`src/hub75Pkg.sv`:
```
/*
 * Geometry, pixel and scan timing definitions for the 64x32 HUB75 panel.
 * Imported by the frame buffer, the scan driver and the top level.
 */
package hub75Pkg;

    // one row of the panel is one full pass over the column driver chain
    localparam int unsigned PANEL_WIDTH = 64;
    localparam int unsigned PANEL_HEIGHT = 32;

    // the panel lights the upper and the lower half together,
    // so one refresh walks half as many row pairs as there are rows
    localparam int unsigned SCAN_ROWS = PANEL_HEIGHT / 2;

    // cycles a latched row pair stays lit before blank rises again.
    // Must stay below the 4 * PANEL_WIDTH cycles it takes to shift the next pair
    localparam int unsigned DISPLAY_CYCLES = 64;

    // one bit per channel, red in bit 2, green in bit 1, blue in bit 0
    typedef logic [2:0] colType;

    // column index inside one row
    typedef logic [$clog2(PANEL_WIDTH)-1:0] colAddrType;

    // row index inside the whole frame
    typedef logic [$clog2(PANEL_HEIGHT)-1:0] rowAddrType;

    // row pair address as it appears on the panel pins
    typedef logic [$clog2(SCAN_ROWS)-1:0] scanAddrType;

endpackage

```
`src/panelScanDriver.sv`:
```
/*
 * Refreshes the panel one row pair at a time from the frame buffer.
 * Until init finishes it registers the init block's pins onto the panel pins,
 * then loops shift, blank, latch and display forever.
 */
`timescale 1ns/100ps

module panelScanDriver (
    input  logic                 clk_in,
    input  logic                 reset,
    input  hub75Pkg::colType     initRgb,
    input  logic                 initLatch,
    input  logic                 initClock,
    input  logic                 initBlank,
    input  logic                 initDone,
    output hub75Pkg::rowAddrType readRow,
    output hub75Pkg::colAddrType readCol,
    input  hub75Pkg::colType     readPixel,
    output hub75Pkg::colType     rgbTop,
    output hub75Pkg::colType     rgbBottom,
    output logic                 pixClock,
    output logic                 latch,
    output logic                 blank,
    output hub75Pkg::scanAddrType rowAddr
);

    import hub75Pkg::*;

    typedef enum logic [2:0] {
        ST_INIT,
        ST_SHIFT,
        ST_BLANK,
        ST_LATCH,
        ST_RELEASE
    } scanStateType;

    typedef logic [$clog2(DISPLAY_CYCLES)-1:0] dispCountType;

    scanStateType state;
    logic [1:0]   phase;
    colAddrType   column;
    scanAddrType  shiftRow;
    dispCountType displayCount;

    // phase 0 reads the upper half, phase 1 the lower half of the same column.
    // Reads in phases 2 and 3 are issued but never used
    assign readRow = phase[0] ? rowAddrType'(shiftRow) + rowAddrType'(SCAN_ROWS)
                              : rowAddrType'(shiftRow);
    assign readCol = column;

    always_ff @(posedge clk_in) begin
        if (reset) begin
            state        <= ST_INIT;
            phase        <= '0;
            column       <= '0;
            shiftRow     <= '0;
            displayCount <= '0;
            rgbTop       <= '0;
            rgbBottom    <= '0;
            pixClock     <= 1'b0;
            latch        <= 1'b0;
            blank        <= 1'b1;
            rowAddr      <= '0;
        end else begin
            unique case (state)
                ST_INIT: begin
                    // the init block owns the pins, one register stage in between
                    rgbTop    <= initRgb;
                    rgbBottom <= initRgb;
                    latch     <= initLatch;
                    pixClock  <= initClock;
                    blank     <= initBlank;
                    if (initDone) begin
                        phase  <= '0;
                        column <= '0;
                        state  <= ST_SHIFT;
                    end
                end
                ST_SHIFT: begin
                    // four cycles per column, the clock is high only after phase 3
                    phase    <= phase + 1'b1;
                    pixClock <= (phase == 2'd3);
                    // readPixel always answers the address of the previous phase
                    if (phase == 2'd1) begin
                        rgbTop <= readPixel;
                    end
                    if (phase == 2'd2) begin
                        rgbBottom <= readPixel;
                    end
                    if (phase == 2'd3) begin
                        column <= column + 1'b1;
                        if (column == colAddrType'(PANEL_WIDTH - 1)) begin
                            state <= ST_BLANK;
                        end
                    end
                    // the previous pair stays lit while this one shifts in
                    if (!blank) begin
                        if (displayCount == '0) begin
                            blank <= 1'b1;
                        end else begin
                            displayCount <= displayCount - 1'b1;
                        end
                    end
                end
                ST_BLANK: begin
                    // LEDs off and clock low before the column registers are loaded
                    blank    <= 1'b1;
                    pixClock <= 1'b0;
                    state    <= ST_LATCH;
                end
                ST_LATCH: begin
                    // the new row address shows up together with the latch pulse,
                    // both while blank is still high
                    latch   <= 1'b1;
                    rowAddr <= shiftRow;
                    state   <= ST_RELEASE;
                end
                ST_RELEASE: begin
                    // column and phase have wrapped to zero, so the next pair starts here
                    latch        <= 1'b0;
                    blank        <= 1'b0;
                    displayCount <= dispCountType'(DISPLAY_CYCLES - 1);
                    shiftRow     <= shiftRow + 1'b1;
                    state        <= ST_SHIFT;
                end
                default: begin
                    state <= ST_INIT;
                end
            endcase
        end
    end

endmodule
```
`config.mk`:
```
export PLATFORM = sky130hd
export DESIGN_NAME = panelScanDriver
export DESIGN_NICKNAME = d
export VERILOG_FILES = /design/src/hub75Pkg.sv /design/src/panelScanDriver.sv
export SDC_FILE = /design/constraint.sdc
export NUM_CORES = 1
export LEC_CHECK = 0
export ABC_AREA = 1
export BUFFER_PORTS_ARGS = -buffer_cell sky130_fd_sc_hd__buf_2
export CORE_MARGIN = 2
export CORE_UTILIZATION = 55
export DETAILED_ROUTE_END_ITERATION = 16
export PLACE_DENSITY = 0.8
export RECOVER_POWER = 100
export SYNTH_ARGS = -nofsm -noshare
export SYNTH_HDL_FRONTEND = slang
export SYNTH_SLANG_ARGS = --single-unit
```
`constraint.sdc`:
```
create_clock -name clk_in -period 2.2 [get_ports clk_in]
set_clock_uncertainty 0.05 [all_clocks]
set_input_delay 0.22 -clock clk_in [delete_from_list [all_inputs] [get_ports clk_in]]
set_output_delay 0.22 -clock clk_in [all_outputs]
set_load 0.005 [all_outputs]
```
* Word-level counts from Yosys, hierarchy flattened *
Cells that the tools add are included.

word-level totals
  register bits after elaboration = 34
  bits of input ports = 12
  output and inout port bits = 24
  word-level logic and storage cells = 66

cells by class
  add/subtract/negate cells = 5
  reductions and logical operators = 13
  eq/ne operators = 15
  multiplexer cells = 22

operators with widths
  operator                                                            number
  6-bit two-way mux                                                   4
  6-bit one-hot mux with 2 select lines                               2
  3-bit two-way mux                                                   5
  3-bit one-hot mux with 5 select lines                               1
  2-bit != test, second input constant                                7
  3-bit one-hot mux with 2 select lines                               2
  3-bit AND reduction                                                 3
  6-bit by 1-bit adder with 6-bit output, second input constant       1
  3-bit by 2-bit == test with 1-bit output, second input constant     2
  6-bit == test, second input constant                                1
  6-bit zero test                                                     1
  1-bit one-hot mux with 3 select lines                               2
  2-bit AND reduction                                                 3
  3-bit nonzero test                                                  2
  6-bit by 1-bit subtractor with 6-bit output, second input constant  1
  4-bit by 5-bit adder with 5-bit output, second input constant       1
  5-bit two-way mux                                                   1
  4-bit by 1-bit adder with 4-bit output, second input constant       1
  2-bit == test, second input constant                                2
  1-bit one-hot mux with 4 select lines                               1
  2-bit one-hot mux with 2 select lines                               1
  2-bit nonzero test                                                  2
  4-bit nonzero test                                                  1
  3-bit by 1-bit == test with 1-bit output, second input constant     1
  other kinds (6)                                                     7

* Longest topological paths before layout *
  word-level depth = 4
  mapped depth = 9
  mapped depth without buffers = 9

* Least setup slack after synthesis *
Ideal clock, no wire load.

  kind = reg2reg
  from = register column[0] (netlist: readCol[0])
  to = register state[0]
  path slack = 829 ps
  arrival = 1193 ps
  stages on the path, launching flop included = 9
  period minus slack after synthesis = 1371 ps
  buffers on the path = 0
  cells stage by stage = dfxtp_1 > ha_1 > nand2_1 > nor2_1 > nand2_1 > nand2_1 > nand3_1 > o21ai_0 > nor2_1

on the way
  word-level cells in the longest chain between the ends = 3

ends and longest elaborated chain
  element                        line                    text
  start: declaration             panelScanDriver.sv:41   colAddrType column;
  start signal: assignment       panelScanDriver.sv:91   column <= column + 1'b1;
  6-bit == test                  panelScanDriver.sv:92   if (column == colAddrType'(PANEL_WIDTH - 1)) begin
  2-bit != test (no line)        -
  3-bit AND reduction (no line)  -
  end signal: assignment         panelScanDriver.sv:93   state <= ST_BLANK;
  end signal: assignment         panelScanDriver.sv:109  state <= ST_LATCH;
  end signal: assignment         panelScanDriver.sv:116  state <= ST_RELEASE;
  end: declaration               panelScanDriver.sv:39   scanStateType state;

No other way between the ends.
A chain may end at the register's enable or synchronous reset.

* Final worst setup path *
  from = register state[1]
  to = register rgbTop[2]

on the way
  word-level cells in the longest chain between the ends = 3

ends and longest elaborated chain
  element                                                                             line                   text
  start signal: assignment                                                            panelScanDriver.sv:53  state <= ST_INIT;
  start signal: assignment                                                            panelScanDriver.sv:76  state <= ST_SHIFT;
  start signal: assignment                                                            panelScanDriver.sv:93
  3-bit by 1-bit == test with 1-bit output / 3-bit zero test (equally long branches)  panelScanDriver.sv:65  unique case (state)
  2-bit != test (no line) / 2-bit nonzero test (equally long branches)                -
  2-bit AND reduction (no line)                                                       -
  end signal: assignment                                                              panelScanDriver.sv:68  rgbTop <= initRgb;
  end signal: assignment                                                              panelScanDriver.sv:85  rgbTop <= readPixel;
  end: declaration                                                                    panelScanDriver.sv:19  output hub75Pkg::colType rgbTop,

Parallel ways exist; a longest one is shown, timed or not.

==> results.sh <==
export IMPL_fill_cells=281
export IMPL_fin_hold_ws_ps=134
export IMPL_grt_setup_unrepaired="no"
export IMPL_critical_path_required_ps=2400
export IMPL_number_of_antenna_violations_at_the_first_check_in_global_routing=0
export IMPL_path_common_cell="nor2_1"
export IMPL_post_route_drc_count=0
export IMPL_placement_rows=20
export IMPL_cts_sinks=34
export IMPL_pin_count=36
export IMPL_tightestPinTransition_ps=633
export IMPL_synth_main_ff_cell="dfxtp_1"
export IMPL_insertion_delay_ps=330
export IMPL_grt_util_all_layers_pct=20.8
export IMPL_drt_antenna_violating_nets=0
export IMPL_achievable_frequency_ghz=0.567
export IMPL_yosys_warnings=0
export IMPL_top_count_cell_post_synth="nand2_1"
export IMPL_antenna_diode_count=0
export IMPL_cts_setup_buffers=0
export IMPL_start_util_pct=57.1
export IMPL_setup_worst_path_start_class="register"
export IMPL_critical_path_cell_chain="nor2_1, nand2_4, o21ai_0, nor2_1, a211oi_1"
export IMPL_critical_path_top_delay_family="compound AO/OA/AOI/OAI gates"
export IMPL_crit_start="state[1]"
export IMPL_mappedNetlistArea_sq_mm=0.00172
export IMPL_setup_viol_count_final=0
export IMPL_min_path_type="input pin to register"
export IMPL_drt_initial_drc_count=67
export IMPL_ys_top_cells_by_count="39 x nand2_1, 34 x dfxtp_1, 33 x nor2_1"
export IMPL_fin_crit_ps=1760
export IMPL_core_area_sq_mm=0.00300
export IMPL_cts_tree="yes"
export IMPL_layout_drive_gt1_share_pct=15.8
export IMPL_arrival_ps=1960
export IMPL_timing_max_cap_violations=0
export IMPL_portBuffers=35
export IMPL_yosys_top_cells_area="dfxtp_1 40%, nand2_1 8.5%, nor2_1 7.2%"
export IMPL_layout_worst_path_cycle_share_pct=80.2
export IMPL_wire_length_of_the_first_global_routing_pass_um=5660
export IMPL_grt_max_degree=20
export IMPL_floorplan_die_area_sq_mm=0.00358
export IMPL_relSlewSlack_pct=57.4
export IMPL_layout_nets=290
export IMPL_netlist_instances=236
export IMPL_slowest_stage="o21ai_0"
export IMPL_synth_avg_cell_area_sq_um=7.27
export IMPL_synth_lib_cells_used_distinct=29
export IMPL_drt_wirelength_per_cell_um=11.0
export IMPL_timing_critical_path_slowest_cell_delay_ps=550
export IMPL_synth_async_reset_ratio_pct=0
export IMPL_ys_seq_area_share_pct=39.7
export IMPL_min_from="initBlank"
export IMPL_cts_hold_fix_buffers=0
export IMPL_dpl_wire_length_um=2440
export IMPL_floorplan_die_width_um=59.8
export IMPL_synth_edff_count=0
export IMPL_route_vias_total=1555
export IMPL_cts_buffer_depth=2
export IMPL_power_density_mw_per_mm2=661
export IMPL_globalRoute_totalOverflow=0
export IMPL_timing_final_hold_violations=0
export IMPL_highest_net_fanout_along_the_worst_path=15
export IMPL_yosysTopAreaCellShare_pct=39.7
export IMPL_via_count_of_the_first_global_routing_pass=1363
export IMPL_timing_worst_setup_path_type="register to register"
export IMPL_power_leakage_nw=0.886
export IMPL_path_clk_slew_ps=110
export IMPL_place_worst_setup_slack_ps=691
export IMPL_route_final_wire_length_um=3370
export IMPL_numCtsBuffers=5
export IMPL_syn_nets=254
export IMPL_drt_pass1_iter_count=4
export IMPL_setup_slack_ps=435
export IMPL_gp_congestion=0.851
export IMPL_via_per_inst=5.08
export IMPL_crit_buf_inv=0
export IMPL_synthDominantAreaCellType="dfxtp_1"
export IMPL_cts_resized=0
export IMPL_synth_seq_cells=34
export IMPL_slew_limit_fails=0
export IMPL_worstSetupEndpointType="register"
export IMPL_finalSetupTns_ps=0
export IMPL_peakVddDrop_mv=0.390
export IMPL_chipHeight_um=59.8
export IMPL_status="complete, no violations"
export IMPL_cts_htree_levels=2
export IMPL_reg2reg_from="state[1]"
export IMPL_cts_root_buf="clkbuf_4"
export IMPL_area_growth_pct=10.6
-- power breakdown --
group	internal, W	total (W)	leakage (nW)	switching (W)
Sequential	0.000652	0.000678	0.277	0.0000261
Combinational	0.0000798	0.000219	0.573	0.000139
Clock	0.000155	0.000356	0.0353	0.000201
-- sequential cells by signal (all words and copies together) (netlist names), 2 cells and up --
name / flops
rgbBottom: 3
phase: 2
state: 3
readCol: 6
rowAddr: 4
shiftRow: 4
displayCount: 6
rgbTop: 3
-- metal layers --
layer	wire length, um	vias to the layer above	track usage [%]
met1	1680	670	27.1
met5	0	-	0
met3	181	9	4.98
met2	1450	39	33.1
met4	63	0	7.94
li1	-	837	-
-- per-stage QoR --
stage / area (sq um) / utilization [%] / power (W) / cells
3_3_place_gp: 1890 / 63.1 / 0.000929 / 298
4_1_cts: 1950 / 65.1 / 0.00129 / 306
5_1_grt: 1900 / 63.2 / 0.00134 / 306
2_1_floorplan: 1720 / - / 0.000869 / 236
3_5_place_dp: 1890 / 63.1 / 0.000933 / 298
6_report: 1900 / 63.2 / 0.00125 / 306
-- path summary, 6_finish.rpt --
check | slack [ps] | endpoint | cells past startpoint
max | 440 | rgbTop[2] | 5
min | 130 | blank | 3
max reg2reg | 440 | rgbTop[2] | 5
min reg2reg | 440 | rgbTop[0] | 2
-- area by class of cell --
class	count	area [sq um]	area share (%)
clock buffer	7	55.1	2.90
clock inverter	1	5.00	0.264
timing repair buffer	35	164	8.64
sequential	34	681	35.9
inverter	33	124	6.53
tap	33	41.3	2.18
multi-input combinational	163	827	43.6
-- logic make-up after synthesis --
kind of cell / count (synthesis) / synth area share [%]
xor gates and xnor gates: 1 / 0.511
and+or+nand+nor: 111 / 30.6
buffers and inverters: 39 / 9.41
adders and majority gates: 6 / 4.38
DFF: 34 / 39.7
AOI/OAI and AO/OA: 45 / 15.4
-- placed cells by master (no fill, tap or decap) --
| master | synthesis | final |
|---|---|---|
| o21ai_0 | 13 | 16 |
| nand2_4 | 2 | 1 |
| nand2_1 | 39 | 40 |
| inv_1 | 31 | 32 |
| ha_1 | 6 | 6 |
| a211oi_1 | 7 | 7 |
| nand2_2 | 2 | 2 |
| o21ai_1 | 4 | 3 |
| clkbuf_4 | 0 | 5 |
| nor2_4 | 3 | 1 |
| nor3_1 | 3 | 3 |
| o22ai_1 | 1 | 1 |
| nor2_2 | 1 | 1 |
| nor3b_2 | 1 | 1 |
| clkinv_2 | 0 | 1 |
| nor2_1 | 33 | 35 |
| o21bai_1 | 2 | 2 |
| buf_2 | 0 | 26 |
| o21ai_2 | 3 | 1 |
| or2_2 | 2 | 2 |
| dfxtp_1 | 34 | 34 |
| clkbuf_1 | 3 | 10 |
| clkbuf_8 | 0 | 1 |
| xor2_1 | 1 | 1 |
| nor4_1 | 1 | 1 |
| inv_2 | 2 | 1 |
| a21oi_1 | 14 | 15 |
| nand3_1 | 22 | 23 |
| nand4_1 | 1 | 1 |
-- worst min-delay path, stage by stage --
cell      delay [ps]
buf_2             90
o22ai_1           70
o21bai_1         110
(Power assumes the default switching activity.)
