`src/fm6126Pkg.sv`:
```
/*
 * Configuration constants for the FM6126A column drivers.
 * Used by the init block that programs the drivers after reset.
 */
package fm6126Pkg;

    // register 12 word, all outputs enabled with the default current setting
    localparam logic [15:0] REG12_WORD = 16'h7FFF;

    // register 13 word, only the output enable bit set
    localparam logic [15:0] REG13_WORD = 16'h0040;

    // the chip decodes the target register from how many clocks
    // latch is held high at the end of the shifted word
    localparam int unsigned REG12_LATCH = 12;
    localparam int unsigned REG13_LATCH = 13;

endpackage

```
`src/hub75Pkg.sv`:
```
/*
 * Geometry, pixel and scan timing definitions for the 64x32 HUB75 panel.
 * Imported by the frame buffer, the scan driver and the top level.
 */
package hub75Pkg;

    // one row of the panel is one full pass over the column driver chain
    localparam int unsigned PANEL_WIDTH = 64;
    localparam int unsigned PANEL_HEIGHT = 32;

    // the panel lights the upper and the lower half together,
    // so one refresh walks half as many row pairs as there are rows
    localparam int unsigned SCAN_ROWS = PANEL_HEIGHT / 2;

    // cycles a latched row pair stays lit before blank rises again.
    // Must stay below the 4 * PANEL_WIDTH cycles it takes to shift the next pair
    localparam int unsigned DISPLAY_CYCLES = 64;

    // one bit per channel, red in bit 2, green in bit 1, blue in bit 0
    typedef logic [2:0] colType;

    // column index inside one row
    typedef logic [$clog2(PANEL_WIDTH)-1:0] colAddrType;

    // row index inside the whole frame
    typedef logic [$clog2(PANEL_HEIGHT)-1:0] rowAddrType;

    // row pair address as it appears on the panel pins
    typedef logic [$clog2(SCAN_ROWS)-1:0] scanAddrType;

endpackage

```
`src/fm6126Init.sv`:
```
/*
 * Programs registers 12 and 13 of the FM6126A column drivers after reset.
 * Drives its own copy of the panel pins until initDone is set, after which
 * the scan driver stops passing them through.
 */
`timescale 1ns/100ps

module fm6126Init (
    input  logic            clk_in,
    input  logic            reset,
    output hub75Pkg::colType initRgb,
    output logic            initLatch,
    output logic            initClock,
    output logic            initBlank,
    output logic            initDone
);

    import hub75Pkg::*;
    import fm6126Pkg::*;

    // one-hot sequence, one low and one high state per column and register
    typedef enum logic [7:0] {
        ST_START  = 8'b0000_0001,
        ST_LOW12  = 8'b0000_0010,
        ST_HIGH12 = 8'b0000_0100,
        ST_LOW13  = 8'b0000_1000,
        ST_HIGH13 = 8'b0001_0000,
        ST_FLUSH  = 8'b0010_0000,
        ST_SETTLE = 8'b0100_0000,
        ST_DONE   = 8'b1000_0000
    } initStateType;

    initStateType           state;
    colAddrType             column;
    logic [PANEL_WIDTH-1:0] latchWindow;
    logic [1:0]             settleCount;
    logic                   wordBit;

    // every column carries bit (column mod 16), so the word repeats four times
    // across the chain and the last driver ends up holding the full word
    always_comb begin
        if (state == ST_LOW13) begin
            wordBit = REG13_WORD[column[3:0]];
        end else begin
            wordBit = REG12_WORD[column[3:0]];
        end
    end

    // timing from the first edge with reset low: start on edge 1, the two
    // passes on edges 2 to 257, flush on 258, settle until initDone on 262
    always_ff @(posedge clk_in) begin
        if (reset) begin
            state       <= ST_START;
            column      <= '0;
            latchWindow <= '0;
            settleCount <= '0;
            initRgb     <= '0;
            initLatch   <= 1'b0;
            initClock   <= 1'b0;
            initBlank   <= 1'b1;
            initDone    <= 1'b0;
        end else begin
            unique case (state)
                ST_START: begin
                    // ones sit on the trailing REG12_LATCH columns and slide down to bit 0
                    column      <= '0;
                    latchWindow <= ~({PANEL_WIDTH{1'b1}} >> REG12_LATCH);
                    state       <= ST_LOW12;
                end
                ST_LOW12, ST_LOW13: begin
                    // data and latch are set up while the clock is low
                    initRgb   <= {3{wordBit}};
                    initLatch <= latchWindow[0];
                    initClock <= 1'b0;
                    initBlank <= 1'b0;
                    state     <= (state == ST_LOW12) ? ST_HIGH12 : ST_HIGH13;
                end
                ST_HIGH12: begin
                    initClock <= 1'b1;
                    column    <= column + 1'b1;
                    if (&column) begin
                        // the column counter wraps to zero for the second pass
                        latchWindow <= ~({PANEL_WIDTH{1'b1}} >> REG13_LATCH);
                        state       <= ST_LOW13;
                    end else begin
                        latchWindow <= latchWindow >> 1;
                        state       <= ST_LOW12;
                    end
                end
                ST_HIGH13: begin
                    initClock   <= 1'b1;
                    column      <= column + 1'b1;
                    latchWindow <= latchWindow >> 1;
                    state       <= (&column) ? ST_FLUSH : ST_LOW13;
                end
                ST_FLUSH: begin
                    // clock back low and LEDs off before the scan takes over
                    initClock <= 1'b0;
                    initLatch <= 1'b0;
                    initBlank <= 1'b1;
                    initRgb   <= '0;
                    state     <= ST_SETTLE;
                end
                ST_SETTLE: begin
                    // a few idle cycles so the drivers see a clean gap after the last command
                    settleCount <= settleCount + 1'b1;
                    if (&settleCount) begin
                        initDone <= 1'b1;
                        state    <= ST_DONE;
                    end
                end
                ST_DONE: begin
                    // terminal, initDone stays set until the next reset
                    state <= ST_DONE;
                end
                default: begin
                    state <= ST_START;
                end
            endcase
        end
    end

endmodule

```
`config.mk`:
```
export PLATFORM = sky130hd
export DESIGN_NAME = fm6126Init
export DESIGN_NICKNAME = d
export VERILOG_FILES = /design/src/fm6126Pkg.sv /design/src/hub75Pkg.sv /design/src/fm6126Init.sv
export SDC_FILE = /design/constraint.sdc
export NUM_CORES = 1
export LEC_CHECK = 0
export ABC_AREA = 1
export ABC_CLOCK_PERIOD_IN_PS = 2090
export BUFFER_PORTS_ARGS = -buffer_cell sky130_fd_sc_hd__clkbuf_2
export CORE_UTILIZATION = 61
export DETAILED_ROUTE_END_ITERATION = 10
export PLACE_DENSITY = 0.85
export SLEW_MARGIN = 20
export SYNTH_ARGS = -nofsm -noshare
export SYNTH_HDL_FRONTEND = slang
export SYNTH_SLANG_ARGS = --single-unit
export TNS_END_PERCENT = 50
```
`constraint.sdc`:
```
create_clock -name clk_in -period 2.09 [get_ports clk_in]
set_input_delay 0.1045 -clock clk_in [delete_from_list [all_inputs] [get_ports clk_in]]
set_output_delay 0.1045 -clock clk_in [all_outputs]
set_load 0.1 [all_outputs]
```
# Word-level counts from Yosys, hierarchy flattened
# Memory sizes are Yosys's and may differ from the RTL's. A register that Yosys moved wholly into a read port is not among the register bits.
# Index checks and enable logic that the tools add are counted.
# word_totals
mem_count,2
output_inout_bits,7
mem_bits_ro,32
elab_cells,52
register_bits,87
input_bits,2
# classes
n_mux,19
eq_ne,9
n_reduce_logical,10
add_sub_neg,2
n_lt_le_gt_ge,1
# memory_table
name,depth,word_bits,rd,rd_ports_with_merged_regs,wr,line_no,text
(name not given),16,1,1,1,0,fm6126Init.sv:45,wordBit = REG12_WORD[column[3:0]];
(name not given),16,1,1,1,0,fm6126Init.sv:43,wordBit = REG13_WORD[column[3:0]];
# ops
op,count
64-bit case mux with 3 select lines,1
64-bit two-way mux,1
8-bit case mux with 7 select lines,1
4-bit two-way mux,5
6-bit case mux with 2 select lines,1
8-bit by 1-bit equality test with 1-bit output (second input constant),1
8-bit by 2-bit equality test with 1-bit output (second input constant),1
8-bit by 3-bit equality test with 1-bit output (second input constant),1
8-bit by 4-bit equality test with 1-bit output (second input constant),1
8-bit by 5-bit equality test with 1-bit output (second input constant),1
8-bit by 6-bit equality test with 1-bit output (second input constant),1
8-bit by 7-bit equality test with 1-bit output (second input constant),1
8-bit equality test (second input constant),1
8-bit two-way mux,1
6-bit by 1-bit adder with 6-bit output (second input constant),1
6-bit two-way mux,1
1-bit case mux with 2 select lines,3
3-bit case mux with 2 select lines,1
6-bit AND reduction,1
2-bit nonzero test,3
4-bit by 5-bit < comparator with 1-bit output (second input constant),1
5-bit two-way mux,1
2-bit OR reduction,2
1-bit two-way mux,3
6 further kinds,6

# Logic depth before layout (Yosys ltp)
# Gate-level depths: netlist of the first run.
# logic_depth
depth_word,5
ltp_mapped,10
mapped_depth_nobuf,10

# Worst setup path after synthesis of the first run
# No wires, ideal clock.
# synth_path
path_kind,flip-flop to output port
startpoint,reg initRgb[1]
endpoint,out initRgb[1]
setup_slack_ps,598
t_required_ps,1986
t_arrival_ps,1387
stages_incl_launch_ff,2
n_path_buf,1
path_cell_list,dfxtp_1 > buf_4
# synth_rtl
element,line_no,text
"start, declared",fm6126Init.sv:11,"output hub75Pkg::colType initRgb,"
"start signal, assigned",fm6126Init.sv:72,initRgb <= {3{wordBit}};
# No word-level cell between the ends.

# Worst setup path after layout of the first run
# layout_path
startpoint,reg column[0]
endpoint,reg latchWindow[49]
# layout_between
elab_chain_cells,3
# layout_rtl
element,line_no,text
"start, declared",fm6126Init.sv:34,colAddrType column;
"start signal, assigned",fm6126Init.sv:80,column <= column + 1'b1;
"start signal, assigned",fm6126Init.sv:92,column <= column + 1'b1;
6-bit AND reduction,fm6126Init.sv:81,if (&column) begin
64-bit two-way mux,fm6126Init.sv:81,
64-bit case mux with 3 select lines,fm6126Init.sv:63,unique case (state)
"end signal, assigned",fm6126Init.sv:67,latchWindow <= ~({PANEL_WIDTH{1'b1}} >> REG12_LATCH);
"end signal, assigned",fm6126Init.sv:83,latchWindow <= ~({PANEL_WIDTH{1'b1}} >> REG13_LATCH);
"end signal, assigned",fm6126Init.sv:86,latchWindow <= latchWindow >> 1;
"end, declared",fm6126Init.sv:35,logic [PANEL_WIDTH-1:0] latchWindow;
# Every way passes these cells.
# A chain may end at the register's enable or synchronous reset.

==> flow_summary.toml, run 1 <==
[synthesis]
synth_area_mm2 = 0.00380
avgSynthCellArea_um2 = 8.11
async_flop_share_pct = 0
synth_seq_cells = 87
synthFlopType = "dfxtp_1"
netlist_top_cells_count = "nand2_1 (131), dfxtp_1 (87), nand2_2 (43), a21oi_2 (40), a21oi_1 (28)"
synth_top_area_cell = "dfxtp_1"
yosysSeqAreaShare_pct = 45.8
synth_cell_types = 33
synth_most_common_cell = "nand2_1"
synth_edf_count = 0
yosys-top-cells-area = "dfxtp_1 (46%), nand2_1 (13%), a21oi_2 (9.2%)"
synth_cells = 469
synth_warnings = 0
yosys.area.top_type_share_pct = 45.8
synth_nets = 473

[run_status]
outcome = "finished clean"

[layout]
final_core_utilization_pct = 67.1
layout-drive-gt1-share_pct = 28.0
final_nets = 472
fillCellCount = 482
finalInstanceArea_mm2 = 0.00400
diodes = 0
syn_to_final_growth_pct = 5.07

[critical_path]
arrival_ns = 2.06
crit_slowest_cell = "buf_4"
path_common_cell = "nand2_1"
crit_path_max_fanout = 51
worstRegToRegCells = 9
critical_path_class = "flop to flop"
crit_chain = "ha_1 > nand3_1 > nor2_1 > inv_1 > nand2_1 > nand2_2 > buf_4 > nand2_1 > a21oi_2"
cp.required_ns = 2.37
critPathMaxStageDelay_ns = 0.41
start_kind = "flop"
cp-end-kind = "flop"

[drt]
routedWlPerCell_um = 12.2
ant_nets = 0
drc = 0
first_pass_iters = 4
drt_iter0_drc = 185
routed_via_density = 5.37
drt-total-wl_mm = 6.67
num_vias = 2939

[clocking]
cts_tree = "done"
clockRootBuffer = "clkbuf_8"
cts_max_level = 3
cts.sinks = 87
cts_hold_buf = 0
clk_path_buf_depth = 2
worstSkewPairLatency_ns = 0.35
cts-buffers-inserted = 9
path_clk_slew_ns = 0.08
cts_resized = 0
cts_setup_buffers = 0

[pwr]
internal-power_w = 0.00237
powerDensity_mw_per_mm2 = 834
total_power_w = 0.00333
power.net_switching_w = 0.000957
pwr-share-comb_pct = 14.9
swShare_pct = 28.7
p_leak_nw = 1.44
ir_drop_uv = 506
p_seq_share_pct = 52.9
p_clk_share_pct = 32.2

[timing]
setup_tns_ns = 0
min_period_over_period_pct = 84.9
maxSlewHeadroom_pct = 64.2
rsz0062_at_grt = "false"
tightest_slew_ns = 0.540
finalClockSkew_ns = 0.00825
setup_viol = 0
hold_viol_final = 0
fmax_mhz = 563
drv_slew = 0
fin_crit_ns = 1.77

[floorplanning]
ioPinCount = 9
die_y_um = 81.0
core_area_mm2 = 0.00596
die_area_mm2 = 0.00655
fp-row-count = 28
start_util_pct = 63.8
die_x_um = 81.0

[global_route]
grt_max_degree = 52
grt_first_pass_wirelength_mm = 11.9
antenna_found_initial = 0
grt.total_usage_pct = 23.3
overflow = 0
grt_pass1_vias = 2759

[placed_design]
place_congestion = 0.799
placed_cell_area_mm2 = 0.00381
port_buffers = 8
dp_hpwl_mm = 4.24

[worst_hold_path]
hold_path.class = "input port to flop"
hold_depth = 2

[run]
maxCapViolCount = 0
==> critical path: cells and delay by family (launching register included) <==
family	cells	cell delay [ns]
buffers and inverters	2	0.49
adders and majority gates	1	0.22
DFF	1	0.34
AOI/OAI and AO/OA	1	0.16
and+or+nand+nor	5	0.47
==> routing by layer <==
layer | vias to the layer above | wire (um) | global-route usage (%)
met3 | 10 | 272 | 5.06
li1 | 1506 | - | -
met5 | - | 0 | 0
met2 | 60 | 3170 | 38.6
met4 | 0 | 89 | 10.9
met1 | 1363 | 3140 | 28.7
==> power by group through the flow <==
stage	clock network [W]	logic (W)	registers [W]
after floorplan	0	0.000448	0.00183
after global placement	0	0.000491	0.00179
after detailed placement	0	0.000496	0.00180
after CTS	0.00109	0.000500	0.00176
after global routing	0.00116	0.000546	0.00177
final	0.00107	0.000497	0.00176
==> state kept, by name (all words and copies together), names as in the netlist, named ones only <==
name and count:
column 6, settleCount 2, initClock 1, initLatch 1, initRgb 1, initDone 1, initBlank 1, latchWindow 64
state 8
==> logic make-up (layout without fill, tap and decap cells) <==
logic type               after synthesis  after routing  share of synthesized area (%)
AND/OR/NAND/NOR                      242            242                           30.1
adder cells (fa/ha/maj)                2              2                          0.658
AO/OA/AOI/OAI                         87             87                           15.6
flip-flops                            87             87                           45.8
buffers and inverters                 50             53                           7.57
XOR/XNOR                               1              1                          0.230
==> area by class of cell <==
class                   instances  area [um2]  area share [%]
multi-input cells             332        1770            44.4
flip-flops and latches         87        1740            43.6
clock buffers                  12         165            4.13
repair buffers                 15         118            2.94
well taps                      75        93.8            2.35
inverters                      23        86.3            2.16
clock inverters                 3        17.5           0.438
==> placed cells by master, fill, tap and decap left out <==
| master | instances |
|---|---|
| nand2_2 | 43 |
| o211a_1 | 1 |
| inv_1 | 14 |
| buf_12 | 2 |
| nor2_1 | 24 |
| nor3_1 | 1 |
| nand3b_1 | 1 |
| ha_1 | 2 |
| nand4_1 | 9 |
| inv_2 | 8 |
| a21oi_1 | 28 |
| nor4_1 | 1 |
| clkbuf_2 | 7 |
| clkbuf_8 | 12 |
| buf_2 | 1 |
| dfxtp_1 | 87 |
| nand3_4 | 1 |
| clkinv_2 | 2 |
| clkinvlp_4 | 1 |
| nand2_4 | 3 |
| xor2_1 | 1 |
| or2_2 | 2 |
| nand2_1 | 131 |
| and2_1 | 1 |
| nand3_1 | 20 |
| a31oi_1 | 2 |
| nand2_8 | 1 |
| nor2_2 | 3 |
| nor2_4 | 1 |
| o21ai_0 | 16 |
| buf_4 | 5 |
| clkinv_1 | 1 |
| a21oi_2 | 40 |
==> metrics by stage <==
stage                     setup slack, ns  instances  hold WS [ns]
after CTS                           0.298        547         0.160
final                               0.315        547         0.171
after floorplan                     0.598        469         0.440
after global routing                0.114        547         0.199
after detailed placement            0.313        532         0.455
after global placement              0.392        532         0.428
==> worst paths after layout <==
check / start / endpoint / slack (ns)
worst max-delay path: column[0] / latchWindow[49] / 0.32
worst min-delay path: reset / initDone / 0.17
worst max register to register: column[0] / latchWindow[49] / 0.32
worst min register to register: initBlank / initBlank / 0.46
Power figures use the tool's default switching activity.
==> inputs of run 2 (changes only) <==
--- a/config.mk
+++ b/config.mk
@@ -5,8 +5,8 @@
 export SDC_FILE = /design/constraint.sdc
 export NUM_CORES = 1
 export LEC_CHECK = 0
-export ABC_AREA = 1
-export ABC_CLOCK_PERIOD_IN_PS = 2090
+export ABC_AREA = 0
+export ABC_CLOCK_PERIOD_IN_PS = 1700
 export BUFFER_PORTS_ARGS = -buffer_cell sky130_fd_sc_hd__clkbuf_2
 export CORE_UTILIZATION = 61
 export DETAILED_ROUTE_END_ITERATION = 10
==> constraint.sdc (replaced) <==
create_clock -name clk_in -period 1.7 [get_ports clk_in]
set_input_delay 0.085 -clock clk_in [delete_from_list [all_inputs] [get_ports clk_in]]
set_output_delay 0.085 -clock clk_in [all_outputs]
set_load 0.1 [all_outputs]
==> run 2 against run 1 <==
  * The run now ends with setup timing left
  * Synthesized cell count decreased by 23%
  * Largest cell class is now registers
  * Core utilization grew 11 points
  * Maximum frequency decreased by 4.9%
  * Largest power group unchanged
==> flow_summary.toml, run 2 <==
[global_route]
overflow = 0
grt_pass1_vias = 2551
grt.total_usage_pct = 24.9
grt_first_pass_wirelength_mm = 11.5
grt_max_degree = 61
antenna_found_initial = 0

[drt]
drt-total-wl_mm = 7.89
first_pass_iters = 5
drt_iter0_drc = 156
routedWlPerCell_um = 17.1
drc = 0
ant_nets = 0
num_vias = 2876
routed_via_density = 6.24

[run_status]
violations = "setup timing"
outcome = "complete, but fails checks"

[timing]
tightest_slew_ns = 0.541
fmax_mhz = 536
rsz0062_at_grt = "true"
drv_slew = 0
worst_slack_ns = -0.166
setup_viol = 75
hold_viol_final = 0
min_period_over_period_pct = 110
fin_crit_ns = 1.87
finalClockSkew_ns = 0.00865
maxSlewHeadroom_pct = 64.1

[worst_hold_path]
hold_end = "settleCount[0]"
hold_start = "reset"
hold_depth = 2
hold_path.class = "input port to flop"

[critical_path]
cp-end-kind = "flop"
r2r_slack_ns = -0.17
worstRegToRegCells = 6
crit_path_max_fanout = 17
arrival_ns = 2.16
cp.required_ns = 1.99
crit-reg2reg-launch = "state[5]"
critical_path_class = "flop to flop"
reg2reg_to = "state[1]"
start_kind = "flop"

[clocking]
worstSkewPairLatency_ns = 0.37
cts_hold_buf = 0
cts_max_level = 3
clk_path_buf_depth = 2
cts.sinks = 87
path_clk_slew_ns = 0.09
cts-buffers-inserted = 9
clockRootBuffer = "clkbuf_8"
cts_tree = "done"

[placed_design]
preCtsSetupSlack_ns = -0.121
place_congestion = 0.791
port_buffers = 8
dp_hpwl_mm = 4.14
placed_cell_area_mm2 = 0.00364

[synthesis]
synth_warnings = 0
async_flop_share_pct = 0
yosys-top-cells-area = "dfxtp_1 (51%), nand2b_1 (7.6%), o22ai_1 (6.5%)"
synth_seq_cells = 87
synth_edf_count = 0
synth_most_common_cell = "dfxtp_1"
synthFlopType = "dfxtp_1"
netlist_top_cells_count = "dfxtp_1 (87), nand2b_1 (41), nor2_1 (35), o22ai_1 (35), nand2_1 (28)"
synth_top_area_cell = "dfxtp_1"
synth_cell_types = 49
synth_nets = 367
synth_cells = 363
yosysSeqAreaShare_pct = 51.4
yosys.area.top_type_share_pct = 51.4
avgSynthCellArea_um2 = 9.33
synth_area_mm2 = 0.00339

[layout]
top_register = "latchWindow"
final_cell_mix = "dfxtp_1 (84), nand2b_1 (41), nor2_1 (33)"
syn_to_final_growth_pct = 20.9
layout-drive-gt1-share_pct = 26.3
reg_top3 = "latchWindow: 64 flops, state: 8 flops, column: 6 flops"
fillCellCount = 299
finalInstanceArea_mm2 = 0.00410
final_nets = 390
largest_reg_flops = 64
diodes = 0
final_common_cell = "dfxtp_1"

[floorplanning]
die_x_um = 76.5
die_area_mm2 = 0.00585
core_area_mm2 = 0.00524
fp-row-count = 26
ioPinCount = 9
die_y_um = 76.5
start_util_pct = 64.7

[pwr]
powerDensity_mw_per_mm2 = 1090
ir_drop_uv = 847
p_leak_nw = 1.48

[run]
maxCapViolCount = 0
-- run 2: cell types whose count changed after synthesis, sizes merged, moves of 18 or more --
cell and change:
nand2 -150, nand3 -20, o22ai +35, nand2b +41
a21oi -60, inv -18
-- run 2: layer usage --
layer / track usage (%) / up-vias / part of all wire (%)
met1: 30.3 / 1392 / 42
met4: 12.9 / 0 / 2.8
met3: 6.71 / 24 / 5.5
met2: 40.5 / 111 / 50
met5: 0 / - / 0
li1: - / 1349 / -
-- run 2: worst max-delay path by stage --
stage                        start              end  slack (ns)  cells past startpoint
after CTS                 state[3]   latchWindow[3]       -0.09                      6
after global routing      state[7]       initRgb[1]       -0.25                      6
after global placement    state[6]  latchWindow[53]       -0.07                      6
final                     state[5]         state[1]       -0.17                      6
after floorplan           state[6]        column[5]       -0.27                      7
after detailed placement  state[6]  latchWindow[56]       -0.12                      6
-- run 2: logic make-up after synthesis --
group,Yosys count,share of synthesized area [%]
xor gates and xnor gates,5,1.29
muxes,4,1.22
DFF,87,51.4
buffers and inverters,37,4.95
adders and majority gates,2,0.739
AOI/OAI and AO/OA,91,18.6
and+or+nand+nor,137,21.8
-- run 2: worst max-delay path, cell delays in order (launching register included) --
cell     delay [ns]
dfxtp_2        0.33
or4_4          0.60
buf_6          0.16
nor3_4         0.14
buf_4          0.25
a31oi_1        0.17
nor3_1         0.14
-- run 2: through the flow --
step	power [W]	setup TNS, ns	hold WS (ns)	instances	utilization, %
2_1_floorplan	0.00268	-11.78	0.433	363	-
3_3_place_gp	0.00282	-2.16	0.433	437	69.5
3_5_place_dp	0.00284	-4.86	0.461	437	69.5
4_1_cts	0.00432	-3.08	0.0988	456	74.3
5_1_grt	0.00462	-11.04	0.114	461	78.2
6_report	0.00445	-6.15	0.112	461	78.2
-- run 2: layout make-up --
class	count	area, um2	area share (%)
Clock buffer	9	124	3.02
Clock inverter	7	80.1	1.95
Inverter	4	15.0	0.367
Multi-Input combinational cell	239	1660	40.6
Sequential cell	87	1750	42.6
Tap cell	70	87.6	2.14
Timing Repair Buffer	45	380	9.29
-- run 2: what timing repair did --
| item | 4_1_cts | 5_1_grt |
|---|---|---|
| resized for setup | 10 | 33 |
| hold endpoints to repair | 0 | 0 |
| cloned | 1 | 1 |
| endpoints found under the setup margin | 74 | 80 |
| pin swaps | 3 | 8 |
| buffers inserted | 2 | 4 |
-- run 2: report_power, final --
group / leakage [nW] / total, W / switching (W) / internal, W
clock: 0.102 / 0.00147 / 0.000773 / 0.000699
sequential: 0.706 / 0.00216 / 0.0000496 / 0.00211
combinational: 0.670 / 0.000824 / 0.000496 / 0.000328
==> inputs of run 3 (changes only) <==
--- a/config.mk
+++ b/config.mk
@@ -5,7 +5,7 @@
 export SDC_FILE = /design/constraint.sdc
 export NUM_CORES = 1
 export LEC_CHECK = 0
-export ABC_AREA = 0
+export ABC_AREA = 1
 export ABC_CLOCK_PERIOD_IN_PS = 1700
 export BUFFER_PORTS_ARGS = -buffer_cell sky130_fd_sc_hd__clkbuf_2
 export CORE_UTILIZATION = 61
==> run 3 against run 2 <==
  * The flow now finishes without violations
  * Sequential power hardly changed
  * Wire length decreased by 15%
  * Critical path depth grew 3
  * Count of clock-buffer cells in the layout rose by 1
  * Sequential share of layout area is 0.47 points higher
  * Cell count up 19%
  * Non-clock buffer count shrank 30
  * Total power is 5.9% lower
  * Global-route usage decreased by 2.2 points
  * Die area rose by 12%
  * First-iteration DRC count up 4.5%
  * Largest cell class is now multi-input gates
  * Highest routed layer unchanged
==> flow_summary.toml, run 3 (synthesis results as in run 1) <==
[run_status]
outcome = "finished clean"

[pwr]
ir_drop_uv = 797
p_leak_nw = 1.45
powerDensity_mw_per_mm2 = 1030

[global_route]
overflow = 0
antenna_found_initial = 0
grt.total_usage_pct = 22.7
grt_pass1_vias = 2727
grtUsageMet2_pct = 37.9
use_met1_pct = 26.1
grt_first_pass_wirelength_mm = 11.4
busiest_layer = "met2"
met3_usage_pct = 5.39
grt_max_degree = 73

[drt]
routed_via_density = 5.41
drt-total-wl_mm = 6.73
drt_iter0_drc = 163
ant_nets = 0
num_vias = 2963
drc = 0
first_pass_iters = 4
routedWlPerCell_um = 12.3

[critical_path]
worstRegToRegCells = 9
critPathBufInv = 3
crit_path_max_fanout = 51
arrival_ns = 1.87
cp_top_family = "simple AND/OR/NAND/NOR gates"
cp.required_ns = 1.98
crit-reg2reg-launch = "state[2]"
critical_path_class = "flop to flop"
path_common_cell = "inv_2"
cp-end-kind = "flop"
crit_chain = "nor2_2 > nand2_2 > inv_2 > nand2_8 > nand3_4 > inv_2 > buf_12 > nand2_1 > a21oi_1"
reg2reg_to = "latchWindow[62]"
critPathMaxStageDelay_ns = 0.44
r2r_slack_ns = 0.11
start_kind = "flop"
crit_slowest_cell = "dfxtp_1"

[clocking]
clockRootBuffer = "clkbuf_8"
cts-buffers-inserted = 9
cts_tree = "done"
clk_path_buf_depth = 2
worstSkewPairLatency_ns = 0.36
cts.sinks = 87
cts_max_level = 3
path_clk_slew_ns = 0.09

[layout]
final_core_utilization_pct = 68.0
final_common_cell = "nand2_1"
final_cell_mix = "nand2_1 (131), dfxtp_1 (84), nand2_2 (43)"
largest_reg_flops = 64
diodes = 0
top_register = "latchWindow"
layout-drive-gt1-share_pct = 29.6
syn_to_final_growth_pct = 6.55
reg_top3 = "latchWindow: 64 flops, state: 8 flops, column: 6 flops"
final_nets = 472
instances_no_fill = 548

[timing]
fin_crit_ns = 1.59
hold_viol_final = 0
min_period_over_period_pct = 93.5
fmax_mhz = 629
setup_viol = 0
setup_tns_ns = 0
finalClockSkew_ns = 0.0112
drv_slew = 0
maxSlewHeadroom_pct = 64.2
tightest_slew_ns = 0.539

[floorplanning]
core_area_mm2 = 0.00596
die_y_um = 81.0
fp-row-count = 28
die_x_um = 81.0
ioPinCount = 9
start_util_pct = 63.8
die_area_mm2 = 0.00655

[run]
maxCapViolCount = 0

[placed_design]
port_buffers = 8
dp_cells = 532
place_congestion = 0.815
dp_hpwl_mm = 4.19

[worst_hold_path]
hold_end = "state[0]"
hold_start = "reset"
hold_depth = 3
hold_path.class = "input port to flop"
==> run 3: cell count changes in the layout (fill, tap and decap cells not counted), moves of 13 or more <==
cell / change
buf_4: -24
a21oi_2: +37
a21oi_1: +23
nand2_2: +39
a32oi_1: -13
o22ai_1: -27
nand3_1: +19
nand2b_1: -41
nand2_1: +107
o21ai_0: +13
nor2_1: -13
==> run 3: worst max-delay path by stage <==
stage,startpoint,end,slack (ns),cells past startpoint
finish,state[2],latchWindow[62],0.11,9
CTS,column[0],latchWindow[43],0.09,9
global placement,column[1],latchWindow[44],0.19,9
floorplan,initRgb[1],initRgb[1],0.23,1
detailed placement,column[0],latchWindow[30],0.09,9
global route,state[2],latchWindow[51],-0.01,9
==> run 3: metrics by stage <==
step           setup WS [ns]  hold slack (ns)  instance area, um2  power, W
3_5_place_dp          0.0883            0.443                3820   0.00281
4_1_cts               0.0862            0.148                4020   0.00422
3_3_place_gp           0.193            0.430                3820   0.00280
2_1_floorplan          0.228            0.424                3800   0.00280
5_1_grt              -0.0123            0.167                4050   0.00436
6_report               0.110            0.164                4050   0.00419
==> run 3: where the power goes <==
group          internal, W  switching, W
registers          0.00211     0.0000536
logic             0.000165      0.000441
clock network     0.000687      0.000734
==> run 3: worst min-delay path, cell delays in order <==
cell and delay, ns:
buf_2 0.12, clkinv_1 0.19, nand2_1 0.08
==> run 3: cell type report <==
cell class	count	area, um2
Tap cell	75	93.8
Sequential cell	87	1750
Multi-Input combinational cell	332	1800
Inverter	23	86.3
Timing Repair Buffer	15	130
Clock inverter	6	68.8
Fill cell	468	1900
Clock buffer	10	128
==> run 3: repair_timing <==
item	in CTS	in global routing
setup buffers	0	0
hold buffers	0	0
resized for setup	0	10
hold endpoints to repair	0	0
setup endpoints to repair	0	52
==> run 3: routing by layer <==
layer | routed length [um] | part of all wire [%]
met5 | 0 | 0
met4 | 168 | 2.5
met3 | 249 | 3.7
met2 | 3190 | 47
met1 | 3130 | 46
